<file path="src/hdl/periph_pkg.sv">
// ---------------------------------------------------------------------
// Peripheral input block shared definitions
// Widths, address map, debounce length and vector types
// ---------------------------------------------------------------------

package periph_pkg;

  // Input counts
  localparam int SW_W  = 16;
  localparam int BTN_W = 4;

  // Cycles a synchronised bit must hold before the output follows
  localparam int DEB_LEN   = 8;
  localparam int DEB_CNT_W = $clog2(DEB_LEN + 1);

  // Bus geometry
  localparam int ADDR_W = 12;
  localparam int DATA_W = 32;
  localparam int OFF_W  = 8;

  typedef logic [SW_W-1:0]         sw_vec_t;
  typedef logic [BTN_W-1:0]        btn_vec_t;
  typedef logic [ADDR_W-1:0]       bus_addr_t;
  typedef logic [DATA_W-1:0]       bus_data_t;
  typedef logic [OFF_W-1:0]        reg_off_t;
  typedef logic [ADDR_W-OFF_W-1:0] blk_sel_t;
  typedef logic [DEB_CNT_W-1:0]    deb_cnt_t;

  // Block select, address bits 11..8
  localparam blk_sel_t SEL_SW  = 'd0;
  localparam blk_sel_t SEL_BTN = 'd1;
  localparam blk_sel_t SEL_HUB = 'd15;

  // Register offsets in the low address byte
  localparam reg_off_t REG_VALUE = 8'h00;
  localparam reg_off_t REG_LIVE  = 8'h04;
  localparam reg_off_t REG_MASK  = 8'h04;
  localparam reg_off_t REG_CAUSE = 8'h00;

endpackage

</file>
<file path="src/hdl/periph_bus_if.sv">
// ---------------------------------------------------------------------
// Internal register bus between the hub and one controller
// Single-cycle request, one-cycle registered read data
// ---------------------------------------------------------------------

`timescale 1ns/1ps

interface periph_bus_if;

  // Request strobe, one cycle per access
  logic                 req;
  logic                 we;
  // Register offset inside the selected block
  periph_pkg::reg_off_t off;
  periph_pkg::bus_data_t wdata;
  // Registered read data, held until the next read
  periph_pkg::bus_data_t rdata;

  // Hub side
  modport host (
    output req,
    output we,
    output off,
    output wdata,
    input  rdata
  );

  // Controller side
  modport dev (
    input  req,
    input  we,
    input  off,
    input  wdata,
    output rdata
  );

endinterface

</file>
<file path="src/hdl/input_debouncer.sv">
// ---------------------------------------------------------------------
// Input debouncer
// Two-flop synchroniser and per-bit stability counter
// ---------------------------------------------------------------------

`timescale 1ns/1ps

module input_debouncer #(
  parameter type vec_t = logic [0:0]
) (
  input  logic clk_i,
  input  logic rst_i,
  input  vec_t raw_i,
  output vec_t stable_o
);

  // First and second synchroniser stages
  vec_t meta_q;
  vec_t sync_q;

  // One stability counter per input bit
  periph_pkg::deb_cnt_t cnt_q [$bits(vec_t)];

  // ------------------------------------------------------------------
  // Synchroniser and debounce counters
  // ------------------------------------------------------------------

  always_ff @(posedge clk_i) begin
    if (rst_i) begin
      meta_q   <= '0;
      sync_q   <= '0;
      stable_o <= '0;
      for (int i = 0; i < $bits(vec_t); i++) begin
        cnt_q[i] <= '0;
      end
    end else begin
      meta_q <= raw_i;
      sync_q <= meta_q;
      for (int i = 0; i < $bits(vec_t); i++) begin
        if (sync_q[i] == stable_o[i]) begin
          // Input agrees with output, nothing to count
          cnt_q[i] <= '0;
        end else if (cnt_q[i] == periph_pkg::deb_cnt_t'(periph_pkg::DEB_LEN)) begin
          // Held long enough, output follows
          cnt_q[i]    <= '0;
          stable_o[i] <= sync_q[i];
        end else begin
          cnt_q[i] <= cnt_q[i] + 1'b1;
        end
      end
    end
  end

  // ------------------------------------------------------------------
  // Checks
  // ------------------------------------------------------------------

  // Output bit moves only after its counter ran the full length
  for (genvar i = 0; i < $bits(vec_t); i++) begin : g_chk
    a_deb_hold: assert property (
      @(posedge clk_i) disable iff (rst_i)
      (!$past(rst_i) && $changed(stable_o[i]))
        |-> ($past(cnt_q[i]) == periph_pkg::DEB_LEN)
    );
  end

endmodule

</file>
<file path="src/hdl/sw_ctrl.sv">
// ---------------------------------------------------------------------
// Switch controller
// Debounced switches, snapshot register and change interrupt
// ---------------------------------------------------------------------

`timescale 1ns/1ps

module sw_ctrl (
  input  logic                clk_i,
  input  logic                rst_i,
  input  periph_pkg::sw_vec_t sw_i,
  periph_bus_if.dev           bus,
  output logic                irq_o,
  input  logic                ret_i
);

  // Debounced value and its one-cycle delay
  periph_pkg::sw_vec_t sw_deb;
  periph_pkg::sw_vec_t sw_deb_q;

  // Value captured when the interrupt was raised
  periph_pkg::sw_vec_t snap_q;

  logic pend_q;
  logic sw_chg;

  input_debouncer #(
    .vec_t (periph_pkg::sw_vec_t)
  ) u_deb (
    .clk_i    (clk_i),
    .rst_i    (rst_i),
    .raw_i    (sw_i),
    .stable_o (sw_deb)
  );

  // ------------------------------------------------------------------
  // Change detection and pending flag
  // ------------------------------------------------------------------

  always_ff @(posedge clk_i) begin
    if (rst_i) begin
      sw_deb_q <= '0;
    end else begin
      sw_deb_q <= sw_deb;
    end
  end

  // Any debounced bit moved this cycle
  assign sw_chg = (sw_deb != sw_deb_q);

  always_ff @(posedge clk_i) begin
    if (rst_i) begin
      pend_q <= 1'b0;
      snap_q <= '0;
    end else if (sw_chg && !pend_q) begin
      // Capture only when idle, snapshot holds until the return
      pend_q <= 1'b1;
      snap_q <= sw_deb;
    end else if (ret_i && pend_q) begin
      pend_q <= 1'b0;
    end
  end

  assign irq_o = pend_q;

  // ------------------------------------------------------------------
  // Register reads
  // ------------------------------------------------------------------

  // Writes have no target in this block
  always_ff @(posedge clk_i) begin
    if (rst_i) begin
      bus.rdata <= '0;
    end else if (bus.req && !bus.we) begin
      case (bus.off)
        periph_pkg::REG_VALUE: bus.rdata <= periph_pkg::bus_data_t'(snap_q);
        periph_pkg::REG_LIVE:  bus.rdata <= periph_pkg::bus_data_t'(sw_deb);
        default:               bus.rdata <= '0;
      endcase
    end
  end

  // ------------------------------------------------------------------
  // Checks
  // ------------------------------------------------------------------

  // Hub routes a return here only while pending, so a return
  // cycle never also sets the flag
  a_pend_no_set_on_ret: assert property (
    @(posedge clk_i) disable iff (rst_i)
    $rose(pend_q) |-> !$past(ret_i)
  );

endmodule

</file>
<file path="src/hdl/btn_ctrl.sv">
// ---------------------------------------------------------------------
// Button controller
// Press latch, per-button interrupt mask, write-one-to-clear
// ---------------------------------------------------------------------

`timescale 1ns/1ps

module btn_ctrl (
  input  logic                 clk_i,
  input  logic                 rst_i,
  input  periph_pkg::btn_vec_t btn_i,
  periph_bus_if.dev            bus,
  output logic                 irq_o,
  input  logic                 ret_i
);

  // Debounced buttons and the previous cycle
  periph_pkg::btn_vec_t btn_deb;
  periph_pkg::btn_vec_t btn_deb_q;
  periph_pkg::btn_vec_t btn_rise;

  periph_pkg::btn_vec_t latch_q;
  periph_pkg::btn_vec_t mask_q;

  logic clr_wr;
  logic mask_wr;

  input_debouncer #(
    .vec_t (periph_pkg::btn_vec_t)
  ) u_deb (
    .clk_i    (clk_i),
    .rst_i    (rst_i),
    .raw_i    (btn_i),
    .stable_o (btn_deb)
  );

  // ------------------------------------------------------------------
  // Press detection and latch
  // ------------------------------------------------------------------

  always_ff @(posedge clk_i) begin
    if (rst_i) begin
      btn_deb_q <= '0;
    end else begin
      btn_deb_q <= btn_deb;
    end
  end

  // Press is a debounced rising edge
  assign btn_rise = btn_deb & ~btn_deb_q;

  // Register write strobes
  assign clr_wr  = bus.req && bus.we && (bus.off == periph_pkg::REG_VALUE);
  assign mask_wr = bus.req && bus.we && (bus.off == periph_pkg::REG_MASK);

  // New presses always survive a clear in the same cycle
  always_ff @(posedge clk_i) begin
    if (rst_i) begin
      latch_q <= '0;
    end else if (ret_i) begin
      latch_q <= btn_rise;
    end else if (clr_wr) begin
      latch_q <= (latch_q & ~bus.wdata[periph_pkg::BTN_W-1:0]) | btn_rise;
    end else begin
      latch_q <= latch_q | btn_rise;
    end
  end

  always_ff @(posedge clk_i) begin
    if (rst_i) begin
      mask_q <= '0;
    end else if (mask_wr) begin
      mask_q <= bus.wdata[periph_pkg::BTN_W-1:0];
    end
  end

  // Interrupt while any enabled press is latched
  assign irq_o = |(latch_q & mask_q);

  // ------------------------------------------------------------------
  // Register reads
  // ------------------------------------------------------------------

  always_ff @(posedge clk_i) begin
    if (rst_i) begin
      bus.rdata <= '0;
    end else if (bus.req && !bus.we) begin
      case (bus.off)
        periph_pkg::REG_VALUE: bus.rdata <= periph_pkg::bus_data_t'(latch_q);
        periph_pkg::REG_MASK:  bus.rdata <= periph_pkg::bus_data_t'(mask_q);
        default:               bus.rdata <= '0;
      endcase
    end
  end

endmodule

</file>
<file path="src/hdl/periph_hub.sv">
// ---------------------------------------------------------------------
// Peripheral hub
// Bus decode, read mux, interrupt combine, cause and return routing
// ---------------------------------------------------------------------

`timescale 1ns/1ps

module periph_hub (
  input  logic                  clk_i,
  input  logic                  rst_i,
  input  logic                  bus_req_i,
  input  logic                  bus_we_i,
  input  periph_pkg::bus_addr_t bus_addr_i,
  input  periph_pkg::bus_data_t bus_wdata_i,
  output periph_pkg::bus_data_t bus_rdata_o,
  periph_bus_if.host            sw_bus,
  periph_bus_if.host            btn_bus,
  input  logic                  sw_irq_i,
  input  logic                  btn_irq_i,
  output logic                  sw_ret_o,
  output logic                  btn_ret_o,
  output logic                  irq_req_o,
  input  logic                  irq_ret_i
);

  periph_pkg::blk_sel_t  blk_sel;
  periph_pkg::blk_sel_t  blk_sel_q;
  periph_pkg::reg_off_t  reg_off;
  periph_pkg::bus_data_t cause_q;
  logic                  rd_en;

  // ------------------------------------------------------------------
  // Address decode and request fan-out
  // ------------------------------------------------------------------

  assign blk_sel = bus_addr_i[periph_pkg::ADDR_W-1:periph_pkg::OFF_W];
  assign reg_off = bus_addr_i[periph_pkg::OFF_W-1:0];
  assign rd_en   = bus_req_i && !bus_we_i;

  // Strobe only the selected controller
  assign sw_bus.req  = bus_req_i && (blk_sel == periph_pkg::SEL_SW);
  assign btn_bus.req = bus_req_i && (blk_sel == periph_pkg::SEL_BTN);

  assign sw_bus.we     = bus_we_i;
  assign sw_bus.off    = reg_off;
  assign sw_bus.wdata  = bus_wdata_i;
  assign btn_bus.we    = bus_we_i;
  assign btn_bus.off   = reg_off;
  assign btn_bus.wdata = bus_wdata_i;

  // ------------------------------------------------------------------
  // Read path
  // ------------------------------------------------------------------

  // Select and cause sampled on reads only, so data holds
  always_ff @(posedge clk_i) begin
    if (rst_i) begin
      blk_sel_q <= periph_pkg::SEL_HUB;
      cause_q   <= '0;
    end else if (rd_en) begin
      blk_sel_q <= blk_sel;
      if (blk_sel == periph_pkg::SEL_HUB) begin
        if (reg_off == periph_pkg::REG_CAUSE) begin
          // Bit 0 switch, bit 1 button
          cause_q <= periph_pkg::bus_data_t'({btn_irq_i, sw_irq_i});
        end else begin
          cause_q <= '0;
        end
      end
    end
  end

  always_comb begin
    case (blk_sel_q)
      periph_pkg::SEL_SW:  bus_rdata_o = sw_bus.rdata;
      periph_pkg::SEL_BTN: bus_rdata_o = btn_bus.rdata;
      periph_pkg::SEL_HUB: bus_rdata_o = cause_q;
      default:             bus_rdata_o = '0;
    endcase
  end

  // ------------------------------------------------------------------
  // Interrupts
  // ------------------------------------------------------------------

  assign irq_req_o = sw_irq_i | btn_irq_i;

  // Return goes to the switch first
  assign sw_ret_o  = irq_ret_i & sw_irq_i;
  assign btn_ret_o = irq_ret_i & ~sw_irq_i;

  a_ret_onehot: assert property (
    @(posedge clk_i) disable iff (rst_i)
    !(sw_ret_o && btn_ret_o)
  );

  // Switch return takes effect in the controller on the next cycle
  a_sw_ret_clears: assert property (
    @(posedge clk_i) disable iff (rst_i)
    sw_ret_o |=> !sw_irq_i
  );

endmodule

</file>
<file path="src/hdl/periph_top.sv">
// ---------------------------------------------------------------------
// Input peripheral top level
// Hub plus switch and button controllers on plain ports
// ---------------------------------------------------------------------

`timescale 1ns/1ps

module periph_top (
  input  logic                  clk_i,
  input  logic                  rst_i,
  // Processor bus
  input  logic                  bus_req_i,
  input  logic                  bus_we_i,
  input  periph_pkg::bus_addr_t bus_addr_i,
  input  periph_pkg::bus_data_t bus_wdata_i,
  output periph_pkg::bus_data_t bus_rdata_o,
  // Interrupt line
  output logic                  irq_req_o,
  input  logic                  irq_ret_i,
  // Raw inputs
  input  periph_pkg::sw_vec_t   sw_i,
  input  periph_pkg::btn_vec_t  btn_i
);

  // Per-source interrupt and return wires
  logic sw_irq;
  logic btn_irq;
  logic sw_ret;
  logic btn_ret;

  periph_bus_if sw_bus_if ();
  periph_bus_if btn_bus_if ();

  periph_hub u_hub (
    .clk_i       (clk_i),
    .rst_i       (rst_i),
    .bus_req_i   (bus_req_i),
    .bus_we_i    (bus_we_i),
    .bus_addr_i  (bus_addr_i),
    .bus_wdata_i (bus_wdata_i),
    .bus_rdata_o (bus_rdata_o),
    .sw_bus      (sw_bus_if.host),
    .btn_bus     (btn_bus_if.host),
    .sw_irq_i    (sw_irq),
    .btn_irq_i   (btn_irq),
    .sw_ret_o    (sw_ret),
    .btn_ret_o   (btn_ret),
    .irq_req_o   (irq_req_o),
    .irq_ret_i   (irq_ret_i)
  );

  sw_ctrl u_sw (
    .clk_i (clk_i),
    .rst_i (rst_i),
    .sw_i  (sw_i),
    .bus   (sw_bus_if.dev),
    .irq_o (sw_irq),
    .ret_i (sw_ret)
  );

  btn_ctrl u_btn (
    .clk_i (clk_i),
    .rst_i (rst_i),
    .btn_i (btn_i),
    .bus   (btn_bus_if.dev),
    .irq_o (btn_irq),
    .ret_i (btn_ret)
  );

endmodule

</file>
<file path="config.mk">
export PLATFORM = sky130hd
export DESIGN_NAME = periph_top
export DESIGN_NICKNAME = d
export VERILOG_FILES = /design/src/hdl/periph_pkg.sv /design/src/hdl/periph_bus_if.sv /design/src/hdl/input_debouncer.sv /design/src/hdl/sw_ctrl.sv /design/src/hdl/btn_ctrl.sv /design/src/hdl/periph_hub.sv /design/src/hdl/periph_top.sv
export SDC_FILE = /design/constraint.sdc
export NUM_CORES = 1
export LEC_CHECK = 0
export ABC_CLOCK_PERIOD_IN_PS = 2000
export BUFFER_PORTS_ARGS = -buffer_cell sky130_fd_sc_hd__buf_2
export CORE_MARGIN = 1
export CORE_UTILIZATION = 53
export CTS_CLUSTER_DIAMETER = 30
export DETAILED_ROUTE_END_ITERATION = 7
export PLACE_DENSITY = 0.76
export SKIP_LAST_GASP = 1
export SLEW_MARGIN = 40
export SYNTH_ARGS = -nofsm -noshare
export SYNTH_HDL_FRONTEND = slang
export SYNTH_SLANG_ARGS = --single-unit
</file>
<file path="constraint.sdc">
create_clock -name clk_i -period 2 [get_ports clk_i]
set_clock_uncertainty 0.05 [all_clocks]
set_input_delay 0.4 -clock clk_i [delete_from_list [all_inputs] [get_ports clk_i]]
set_output_delay 0.4 -clock clk_i [all_outputs]
set_load 0.02 [all_outputs]
</file>
# Word level (Yosys, flattened, before mapping)
# Memories as Yosys holds them, arrays and structs flattened.
# Index checks and enable logic that the tools add are counted.
# word_totals
reg_bits,205
latch_bits,0
mem_bits_rw,80
romBits,0
inputBits,69
out_inout_bits,33
word_cells,521
memories,2
# op_classes
n_addsub,20
multipliers,0
div_mod_pow,0
n_lt_le_gt_ge,0
n_eq_ne,46
shifts,0
mux,290
bitwise,91
reduce_logical,38
# mem_list
name,depth,width,rd,rd_ports_with_merged_regs,write_ports,line,source
u_sw.u_deb.cnt_q,16,4,16,0,16,input_debouncer.sv:22,periph_pkg::deb_cnt_t cnt_q [$bits(vec_t)];
u_btn.u_deb.cnt_q,4,4,4,0,4,input_debouncer.sv:22,
# op_table
op,count
2-to-1 mux 4 bit,62
2-to-1 mux 1 bit,224
one-hot mux 32 bit (3 select lines),1
equality test 4 bit (second input constant),22
adder 4 x 1 -> 4 bit (second input constant),20
OR 1 bit,61
AND reduction 2 bit,21
one-hot mux 16 bit (2 select lines),1
inverter 1 bit,21
equality test 1 bit,20
!= test 16 bit,1
AND 4 bit,3
logical AND 1 bit,10
equality test 4 x 1 -> 1 bit (second input constant),2
equality test 8 x 3 -> 1 bit (second input constant),1
zero test 4 bit,2
zero test 8 bit,1
inverter 4 bit,2
OR 4 bit,2
one-hot mux 4 bit (2 select lines),1
OR reduction 4 bit,1
AND 1 bit,2
zero test 1 bit,2
2-to-1 mux 2 bit,1
nonzero test 2 bit,1

# Logic depth before layout (Yosys ltp)
# Gate-level depths: netlist (run 1).
# An unclocked memory read counts as a cell.
# depth
depth_word,8
mapped_depth,7
mapped_depth_nobuf,6

# Cells and area by module
# From an unflattened synthesis (run 1), not the netlist that was laid out.
# unflattened
cells_unflattened,987
hier_area_um2,10740.3
# by_module_without_submodules
module,n_inst,cells_per_inst,area_per_inst_um2,seq_area_each_um2
input_debouncer (u_sw.u_deb),1,423,4984.8,2882.8
sw_ctrl,1,204,2304.7,980.9
periph_hub,1,157,1308.8,120.1
input_debouncer (u_btn.u_deb),1,106,1243.7,720.7
btn_ctrl,1,97,898.4,320.3

# Worst setup path before layout (run 1)
# OpenSTA, ideal clock, no wires.
# synth_path
path_type,reg2reg
from,register u_sw.u_deb.stable_o[8] (netlist bit)
to,register u_sw.snap_q[10]
setup_ns,0.121
t_arrival_ns,1.759
required_time_ns,1.829
setup_slack_ns,0.070
path_stages_with_launch,6
n_path_buf,1
period_less_slack_ns,1.930
path_cell_list,dfxtp_1 xnor2_1 nand4_1 o41ai_4 buf_6 mux2_2
# synth_via
elab_chain_cells,2
# synth_lines
element,line,source
from (decl),input_debouncer.sv:14,output vec_t stable_o
"from (signal, indexed assignment)",input_debouncer.sv:46,stable_o[i] <= sync_q[i];
!= test 16 bit,sw_ctrl.sv:49,assign sw_chg = (sw_deb != sw_deb_q);
logical AND 1 bit,sw_ctrl.sv:55,end else if (sw_chg && !pend_q) begin
to (signal assigned),sw_ctrl.sv:58,snap_q <= sw_deb;
to (decl),sw_ctrl.sv:22,periph_pkg::sw_vec_t snap_q;
# Every way passes these cells.
# A chain may end at the register's enable or synchronous reset.

# Worst setup path after layout (run 1)
# layout_path
from,register u_hub.blk_sel_q[0]
to,output port bus_rdata_o[12]
# layout_via
elab_chain_cells,2
word_cells_on_any_way,4
cone_classes,2 x eq/ne; 1 x mux; 1 x reduce/logical
# layout_lines
element,line,source
from (decl),periph_hub.sv:27,periph_pkg::blk_sel_t blk_sel_q;
from (signal assigned),periph_hub.sv:58,blk_sel_q <= periph_pkg::SEL_HUB;
from (signal assigned),periph_hub.sv:61,blk_sel_q <= blk_sel;
"equality test 4 bit, or another cell as far along",periph_hub.sv:74,case (blk_sel_q)
one-hot mux 32 bit (3 select lines) (*),periph_hub.sv:74,
to (decl),periph_top.sv:16,"output periph_pkg::bus_data_t bus_rdata_o,"
# Mark *: on every way between the ends. The rest lies on a longest branch, timed or not.

==> results of run 1 <==
==> power breakdown <==
group | internal, uW | switching, uW
Clock | 4150 | 2200
Combinational | 238 | 295
Sequential | 4610 | 99.2
Total | 8990 | 2590
==> critical path: stages, from the launching register on <==
cell,delay (ns)
dfxtp_2,0.34
nor4_4,0.40
buf_4,0.23
and2_4,0.16
buf_4,0.13
==> per-layer routing <==
metal	vias up	global-route usage [%]	share of wire (%)
met4	0	9.28	3.2
met3	44	4.38	4.4
met5	-	0	0
met1	3032	22.6	42
li1	3206	-	-
met2	125	35.4	50
==> worst max-delay path by stage <==
stage	startpoint	endpoint	slack, ns	cells after the start
2_1_floorplan	u_sw.u_deb.stable_o[8]$_SDFFE_PP0N_	u_sw.snap_q[10]$_SDFFE_PP0P_	0.07	5
3_3_place_gp	u_sw.u_deb.stable_o[14]$_SDFFE_PP0N_	u_sw.snap_q[5]$_SDFFE_PP0P_	0.09	5
3_5_place_dp	bus_addr_i[5]	u_sw.bus.rdata[10]$_SDFFE_PP0P_	0.08	6
4_1_cts	u_hub.blk_sel_q[2]$_SDFFE_PP1P_	bus_rdata_o[12]	-0.24	4
5_1_grt	u_hub.blk_sel_q[0]$_SDFFE_PP1P_	bus_rdata_o[1]	-0.27	5
6_report	u_hub.blk_sel_q[0]$_SDFFE_PP1P_	bus_rdata_o[12]	-0.21	4
==> area by class of cell <==
type | instances | share of cell area [%]
clock buffer | 50 | 9.63
clock inverter | 22 | 1.60
inverter | 68 | 2.19
multi-input combinational | 644 | 35.1
sequential | 211 | 43.2
tap | 220 | 2.36
timing repair buffer | 91 | 5.92
==> metrics by stage <==
| step | hold WS [ns] | TNS (ns) | utilization [%] | setup slack (ns) | cells |
|---|---|---|---|---|---|
| floorplan | 0.364 | 0 | - | 0.0702 | 968 |
| global placement | 0.367 | 0 | 60.8 | 0.0901 | 1233 |
| detailed placement | 0.374 | 0 | 60.8 | 0.0783 | 1233 |
| CTS | 0.0349 | -3.42 | 69.4 | -0.239 | 1306 |
| global route | 0.0509 | -4.03 | 69.5 | -0.275 | 1306 |
| finish | 0.0509 | -3.02 | 69.5 | -0.213 | 1306 |
==> registers in the layout, indices dropped and copies added (netlist names) <==
signal,flops
u_btn.btn_deb_q,4
u_btn.bus.rdata,4
u_btn.latch_q,4
u_btn.mask_q,4
u_btn.u_deb.cnt_q,16
u_btn.u_deb.meta_q,4
u_btn.u_deb.stable_o,4
u_btn.u_deb.sync_q,4
u_hub.blk_sel_q,4
u_hub.cause_q,2
u_sw.bus.rdata,16
u_sw.irq_o,1
u_sw.snap_q,16
u_sw.sw_deb_q,16
u_sw.u_deb.cnt_q,64
u_sw.u_deb.meta_q,16
u_sw.u_deb.stable_o,16
u_sw.u_deb.sync_q,16
==> kinds of logic (layout without fill, tap and decap cells) <==
kind of cell	Yosys count	after routing	synth area share, %
fa+ha+maj	40	40	5.44
simple gates	339	339	18.9
buf+inv	113	231	5.42
flops	211	211	54.6
xor+xnor	76	76	7.23
compound gates	67	67	5.33
other cells	2	96	0.0816
mux	26	26	3.04
==> cell usage in the layout, fill, tap and decap left out, types with 6 or more instances in the layout <==
master	Yosys	layout
conb_1	2	96
and3b_1	13	13
nor2_1	120	120
clkbuf_16	0	43
xor2_1	20	20
mux2_2	16	16
nand2_1	24	24
a21oi_1	18	18
edfxtp_1	80	80
inv_1	68	68
mux2i_1	10	10
or3_1	20	20
and2_4	0	12
clkinv_2	0	6
buf_2	6	42
nor2b_1	80	80
o21ai_0	14	14
nand4_1	6	6
xnor2_1	56	55
buf_4	16	31
ha_1	40	40
buf_6	1	13
dfxtp_1	131	126
nand3_1	32	32
nor3_1	22	22
a221oi_1	20	20
==> timing repair <==
action / CTS / global route
resized for setup: 43 / 6
endpoints found under the setup margin: 16 / 23
pin swaps: 4 / 3
cloned: 1 / 0
==> impl_metrics.env, run 1 <==
export IMPL_drtIter0Drc=257
export IMPL_irDropWorstVdd_mv=0.731
export IMPL_start_util_pct=54.9
export IMPL_place_hpwl_mm=11.2
export IMPL_core_area_sq_um=16800
export IMPL_clockBufferDepth=3
export IMPL_yosys_area_top_type_share_pct=28.5
export IMPL_ys_warn_count=0
export IMPL_numCtsBuffers=40
export IMPL_drt_first_pass_iters=5
export IMPL_final_area_sq_um=11700
export IMPL_remaining_drc_errors=0
export IMPL_ys_async_sr_fraction_pct=0
export IMPL_synthFlopType="dfxtp_1"
export IMPL_dieHeight_um=134
export IMPL_grt_pass1_wl_mm=28.8
export IMPL_path_clk_slew_ns=0.05
export IMPL_htreeDepth=2
export IMPL_synth_top_area_cell="dfxtp_1"
export IMPL_viasPerCell=4.91
export IMPL_die_w_um=134
export IMPL_slew_viol_final=0
export IMPL_drt_antenna_violating_nets=0
export IMPL_place_area_sq_um=10200
export IMPL_p_leak_uw=0.00492
export IMPL_grt_max_degree=33
export IMPL_synth_area_leaders="dfxtp_1 (28%), edfxtp_1 (26%), ha_1 (5.4%)"
export IMPL_die_area_sq_um=17900
export IMPL_wl_per_cell_um=13.0
export IMPL_crit_arrival_ns=1.76
export IMPL_rsz0062_at_grt="true"
export IMPL_holdPathEnd="u_btn.u_deb.meta_q[3]$_SDFF_PP0_"
export IMPL_r2r_start="u_sw.u_deb.stable_o[0]$_SDFFE_PP0N_"
export IMPL_rrSetupSlack_ns=0.11
export IMPL_multi_input_area_sq_um=4090
export IMPL_drive_above_1_share_pct=18.0
export IMPL_postCtsSetupRepairBufs=0
export IMPL_num_vias=6407
export IMPL_postSynthCellCount=874
export IMPL_crit_type="flip-flop to primary output"
export IMPL_rows=47
export IMPL_rr_worst_depth=5
export IMPL_ys_top_cells_by_count="dfxtp_1 (131), nor2_1 (120), edfxtp_1 (80), nor2b_1 (80), inv_1 (68)"
export IMPL_setup_viol=16
export IMPL_min_delay_path_depth=2
export IMPL_track_usage_pct=19.9
export IMPL_antenna_found_initial=0
export IMPL_finalHoldViolCount=0
export IMPL_yosysMostFrequentCell="dfxtp_1"
export IMPL_fin_crit_ns=2.21
export IMPL_syn_area_sq_um=9210
export IMPL_r2r_end="u_sw.snap_q[15]$_SDFFE_PP0P_"
export IMPL_maxCapViolCount=0
export IMPL_io_buffers=57
export IMPL_totalPowerFinal_uw=11600
export IMPL_start_kind="flip-flop"
export IMPL_end_kind="primary output"
export IMPL_nNetsFinal=1165
export IMPL_crit_required_ns=1.55
export IMPL_violations="negative setup slack"
export IMPL_synth_distinct_cells=38
export IMPL_fin_crit_sh_pct=111
export IMPL_power_density_nw_per_um2=994
export IMPL_cts_root_buf="clkbuf_16"
export IMPL_clock_sinks=211
export IMPL_synth_avg_cell_area_sq_um=10.5
export IMPL_fin_ws_ns=-0.213
export IMPL_hold_path_class="input pin to flip-flop"
export IMPL_max_freq_mhz=452
export IMPL_yosysSeqAreaShare_pct=54.6
export IMPL_gp_congestion=0.806
export IMPL_overflow=0
export IMPL_cts_tree="yes"
export IMPL_fillers=1240
export IMPL_synth_seq_cells=211
export IMPL_ctsHoldBuffers=0
export IMPL_num_io_pins=102
export IMPL_clk_latency_ns=0.51
export IMPL_synth_edf_count=80
export IMPL_drt_total_wl_mm=17.0
export IMPL_areaGrowthSynthToFinish_pct=26.6
export IMPL_seqCellArea_sq_um=5030
export IMPL_worstPathMaxFanout=5
export IMPL_diodes=0
export IMPL_min_from="btn_i[3]"
export IMPL_grt_pass1_vias=6490
export IMPL_status="finished with violations"
(Power assumes the default switching activity.)
==> inputs of run 2 (changes only) <==
--- a/config.mk
+++ b/config.mk
@@ -8,10 +8,11 @@
 export ABC_CLOCK_PERIOD_IN_PS = 2000
 export BUFFER_PORTS_ARGS = -buffer_cell sky130_fd_sc_hd__buf_2
 export CORE_MARGIN = 1
-export CORE_UTILIZATION = 53
+export CORE_UTILIZATION = 55
+export CTS_BUF_LIST = sky130_fd_sc_hd__clkbuf_4
 export CTS_CLUSTER_DIAMETER = 30
 export DETAILED_ROUTE_END_ITERATION = 7
-export PLACE_DENSITY = 0.76
+export PLACE_DENSITY = 0.79
 export SKIP_LAST_GASP = 1
 export SLEW_MARGIN = 40
 export SYNTH_ARGS = -nofsm -noshare
==> impl_metrics.env, run 2 (synthesis gave the netlist of run 1 again) <==
export IMPL_fin_crit_sh_pct=113
export IMPL_crit_arrival_ns=1.81
export IMPL_dieHeight_um=131
export IMPL_gp_congestion=0.764
export IMPL_remaining_drc_errors=0
export IMPL_core_area_sq_um=16100
export IMPL_largest_register_ff_count=64
export IMPL_num_io_pins=102
export IMPL_areaGrowthSynthToFinish_pct=23.5
export IMPL_rows=46
export IMPL_status="finished with violations"
export IMPL_start_util_pct=57.1
export IMPL_hold_path_class="input pin to flip-flop"
export IMPL_die_w_um=131
export IMPL_place_area_sq_um=10200
export IMPL_fin_ws_ns=-0.259
export IMPL_grt_pass1_wl_mm=28.9
export IMPL_path_clk_slew_ns=0.07
export IMPL_io_buffers=57
export IMPL_drt_first_pass_iters=4
export IMPL_crit_path_cell_trace="nor4_4, buf_6, and2_1, buf_6"
export IMPL_clk_latency_ns=0.66
export IMPL_crit_required_ns=1.55
export IMPL_antenna_found_initial=1
export IMPL_end_kind="primary output"
export IMPL_htreeDepth=2
export IMPL_p_leak_uw=0.00484
export IMPL_place_hpwl_mm=11.3
export IMPL_viasPerCell=4.73
export IMPL_final_core_util_pct=70.6
export IMPL_start_kind="flip-flop"
export IMPL_violations="negative setup slack"
export IMPL_slew_viol_final=0
export IMPL_wl_per_cell_um=12.1
export IMPL_drt_total_wl_mm=16.5
export IMPL_irDropWorstVdd_mv=0.478
export IMPL_maxCapViolCount=0
export IMPL_fin_crit_ns=2.26
export IMPL_max_freq_mhz=443
export IMPL_drt_antenna_violating_nets=0
export IMPL_final_area_sq_um=11400
export IMPL_crit_type="flip-flop to primary output"
export IMPL_numCtsBuffers=55
export IMPL_crit_path_max_incr_delay_ns=0.34
export IMPL_num_vias=6468
export IMPL_finalHoldViolCount=0
export IMPL_cts_tree="yes"
export IMPL_drive_above_1_share_pct=19.5
export IMPL_power_density_nw_per_um2=801
export IMPL_worstPathMaxFanout=8
export IMPL_clockBufferDepth=3
export IMPL_die_area_sq_um=17300
export IMPL_crit_slowest_cell="dfxtp_2"
export IMPL_cpMostUsedCell="buf_6"
export IMPL_final_common_cell="dfxtp_1"
export IMPL_overflow=0
export IMPL_grt_pass1_vias=6424
export IMPL_cts_root_buf="clkbuf_4"
export IMPL_top_register="u_sw.u_deb.cnt_q"
export IMPL_rsz0062_at_grt="true"
export IMPL_track_usage_pct=20.4
export IMPL_clock_sinks=211
export IMPL_path_buf_inv=2
export IMPL_grt_max_degree=39
export IMPL_nNetsFinal=1212
export IMPL_layout_common_cells="dfxtp_1 (125), nor2_1 (120), conb_1 (96)"
export IMPL_setup_viol=16
export IMPL_crit_family="simple AND/OR/NAND/NOR gates"
export IMPL_drtIter0Drc=245
run 2: changes by cell type in the layout (fill, tap and decap cells not counted), sizes merged:
cell	delta
clkbuf	+45
dlygate4sd3	+29
inv	-8
clkinv	-4
buf	+3
bufinv	-1
clkinvlp	-1
diode	+1
run 2: power breakdown:
| group | internal (uW) | switching, uW |
|---|---|---|
| registers | 4590 | 99.1 |
| clock network | 2130 | 1710 |
| logic | 275 | 301 |
| total | 7000 | 2110 |
run 2: worst paths after layout:
path                                                      startpoint                                to  slack (ns)  cells after the start
worst min register to register      u_btn.u_deb.meta_q[3]$_SDFF_PP0_  u_btn.u_deb.sync_q[3]$_SDFF_PP0_        0.38                      1
worst max-delay path                 u_hub.blk_sel_q[2]$_SDFFE_PP1P_                   bus_rdata_o[10]       -0.26                      4
worst min-delay path                                   bus_addr_i[2]      u_btn.mask_q[0]$_SDFFE_PP0P_        0.18                      4
worst max register to register  u_sw.u_deb.stable_o[11]$_SDFFE_PP0N_       u_sw.snap_q[2]$_SDFFE_PP0P_        0.11                      5
run 2: repair_timing:
item,4_1_cts,5_1_grt
buffers inserted,0,1
pin swaps,5,3
setup endpoints to repair,17,17
hold buffers,29,0
resized for setup,36,5
hold endpoints to repair,35,0
run 2: stage by stage:
step | std cells | power, uW | setup TNS, ns | setup WS, ns | hold slack, ns
global route | 1366 | 9560 | -5.54 | -0.369 | 0.149
CTS | 1364 | 9210 | -4.97 | -0.324 | 0.117
global placement | 1232 | 5290 | 0 | 0.131 | 0.366
floorplan | 968 | 5150 | 0 | 0.0702 | 0.364
detailed placement | 1232 | 5300 | 0 | 0.0848 | 0.370
finish | 1366 | 9110 | -3.89 | -0.259 | 0.181
run 2: cell type report:
cell class / count / area, sq um
flip-flops and latches: 211 / 5030
inverters: 68 / 255
clock buffers: 95 / 713
diodes: 1 / 2.50
fillers: 1237 / 4740
well taps: 216 / 270
clock inverters: 8 / 41.3
repair buffers: 123 / 986
multi-input cells: 644 / 4070
run 2: metal layers:
metal,GRT usage (%),routed length [um]
met2,34.5,8110
met1,25.1,7360
met5,0,0
met4,9.11,343
met3,4.28,693
run 2: worst register-to-register path, stage by stage (launching register included):
cell	delay, ns
dfxtp_1	0.41
xnor2_1	0.16
nand4_1	0.16
o41ai_4	0.41
buf_4	0.23
mux2_2	0.34
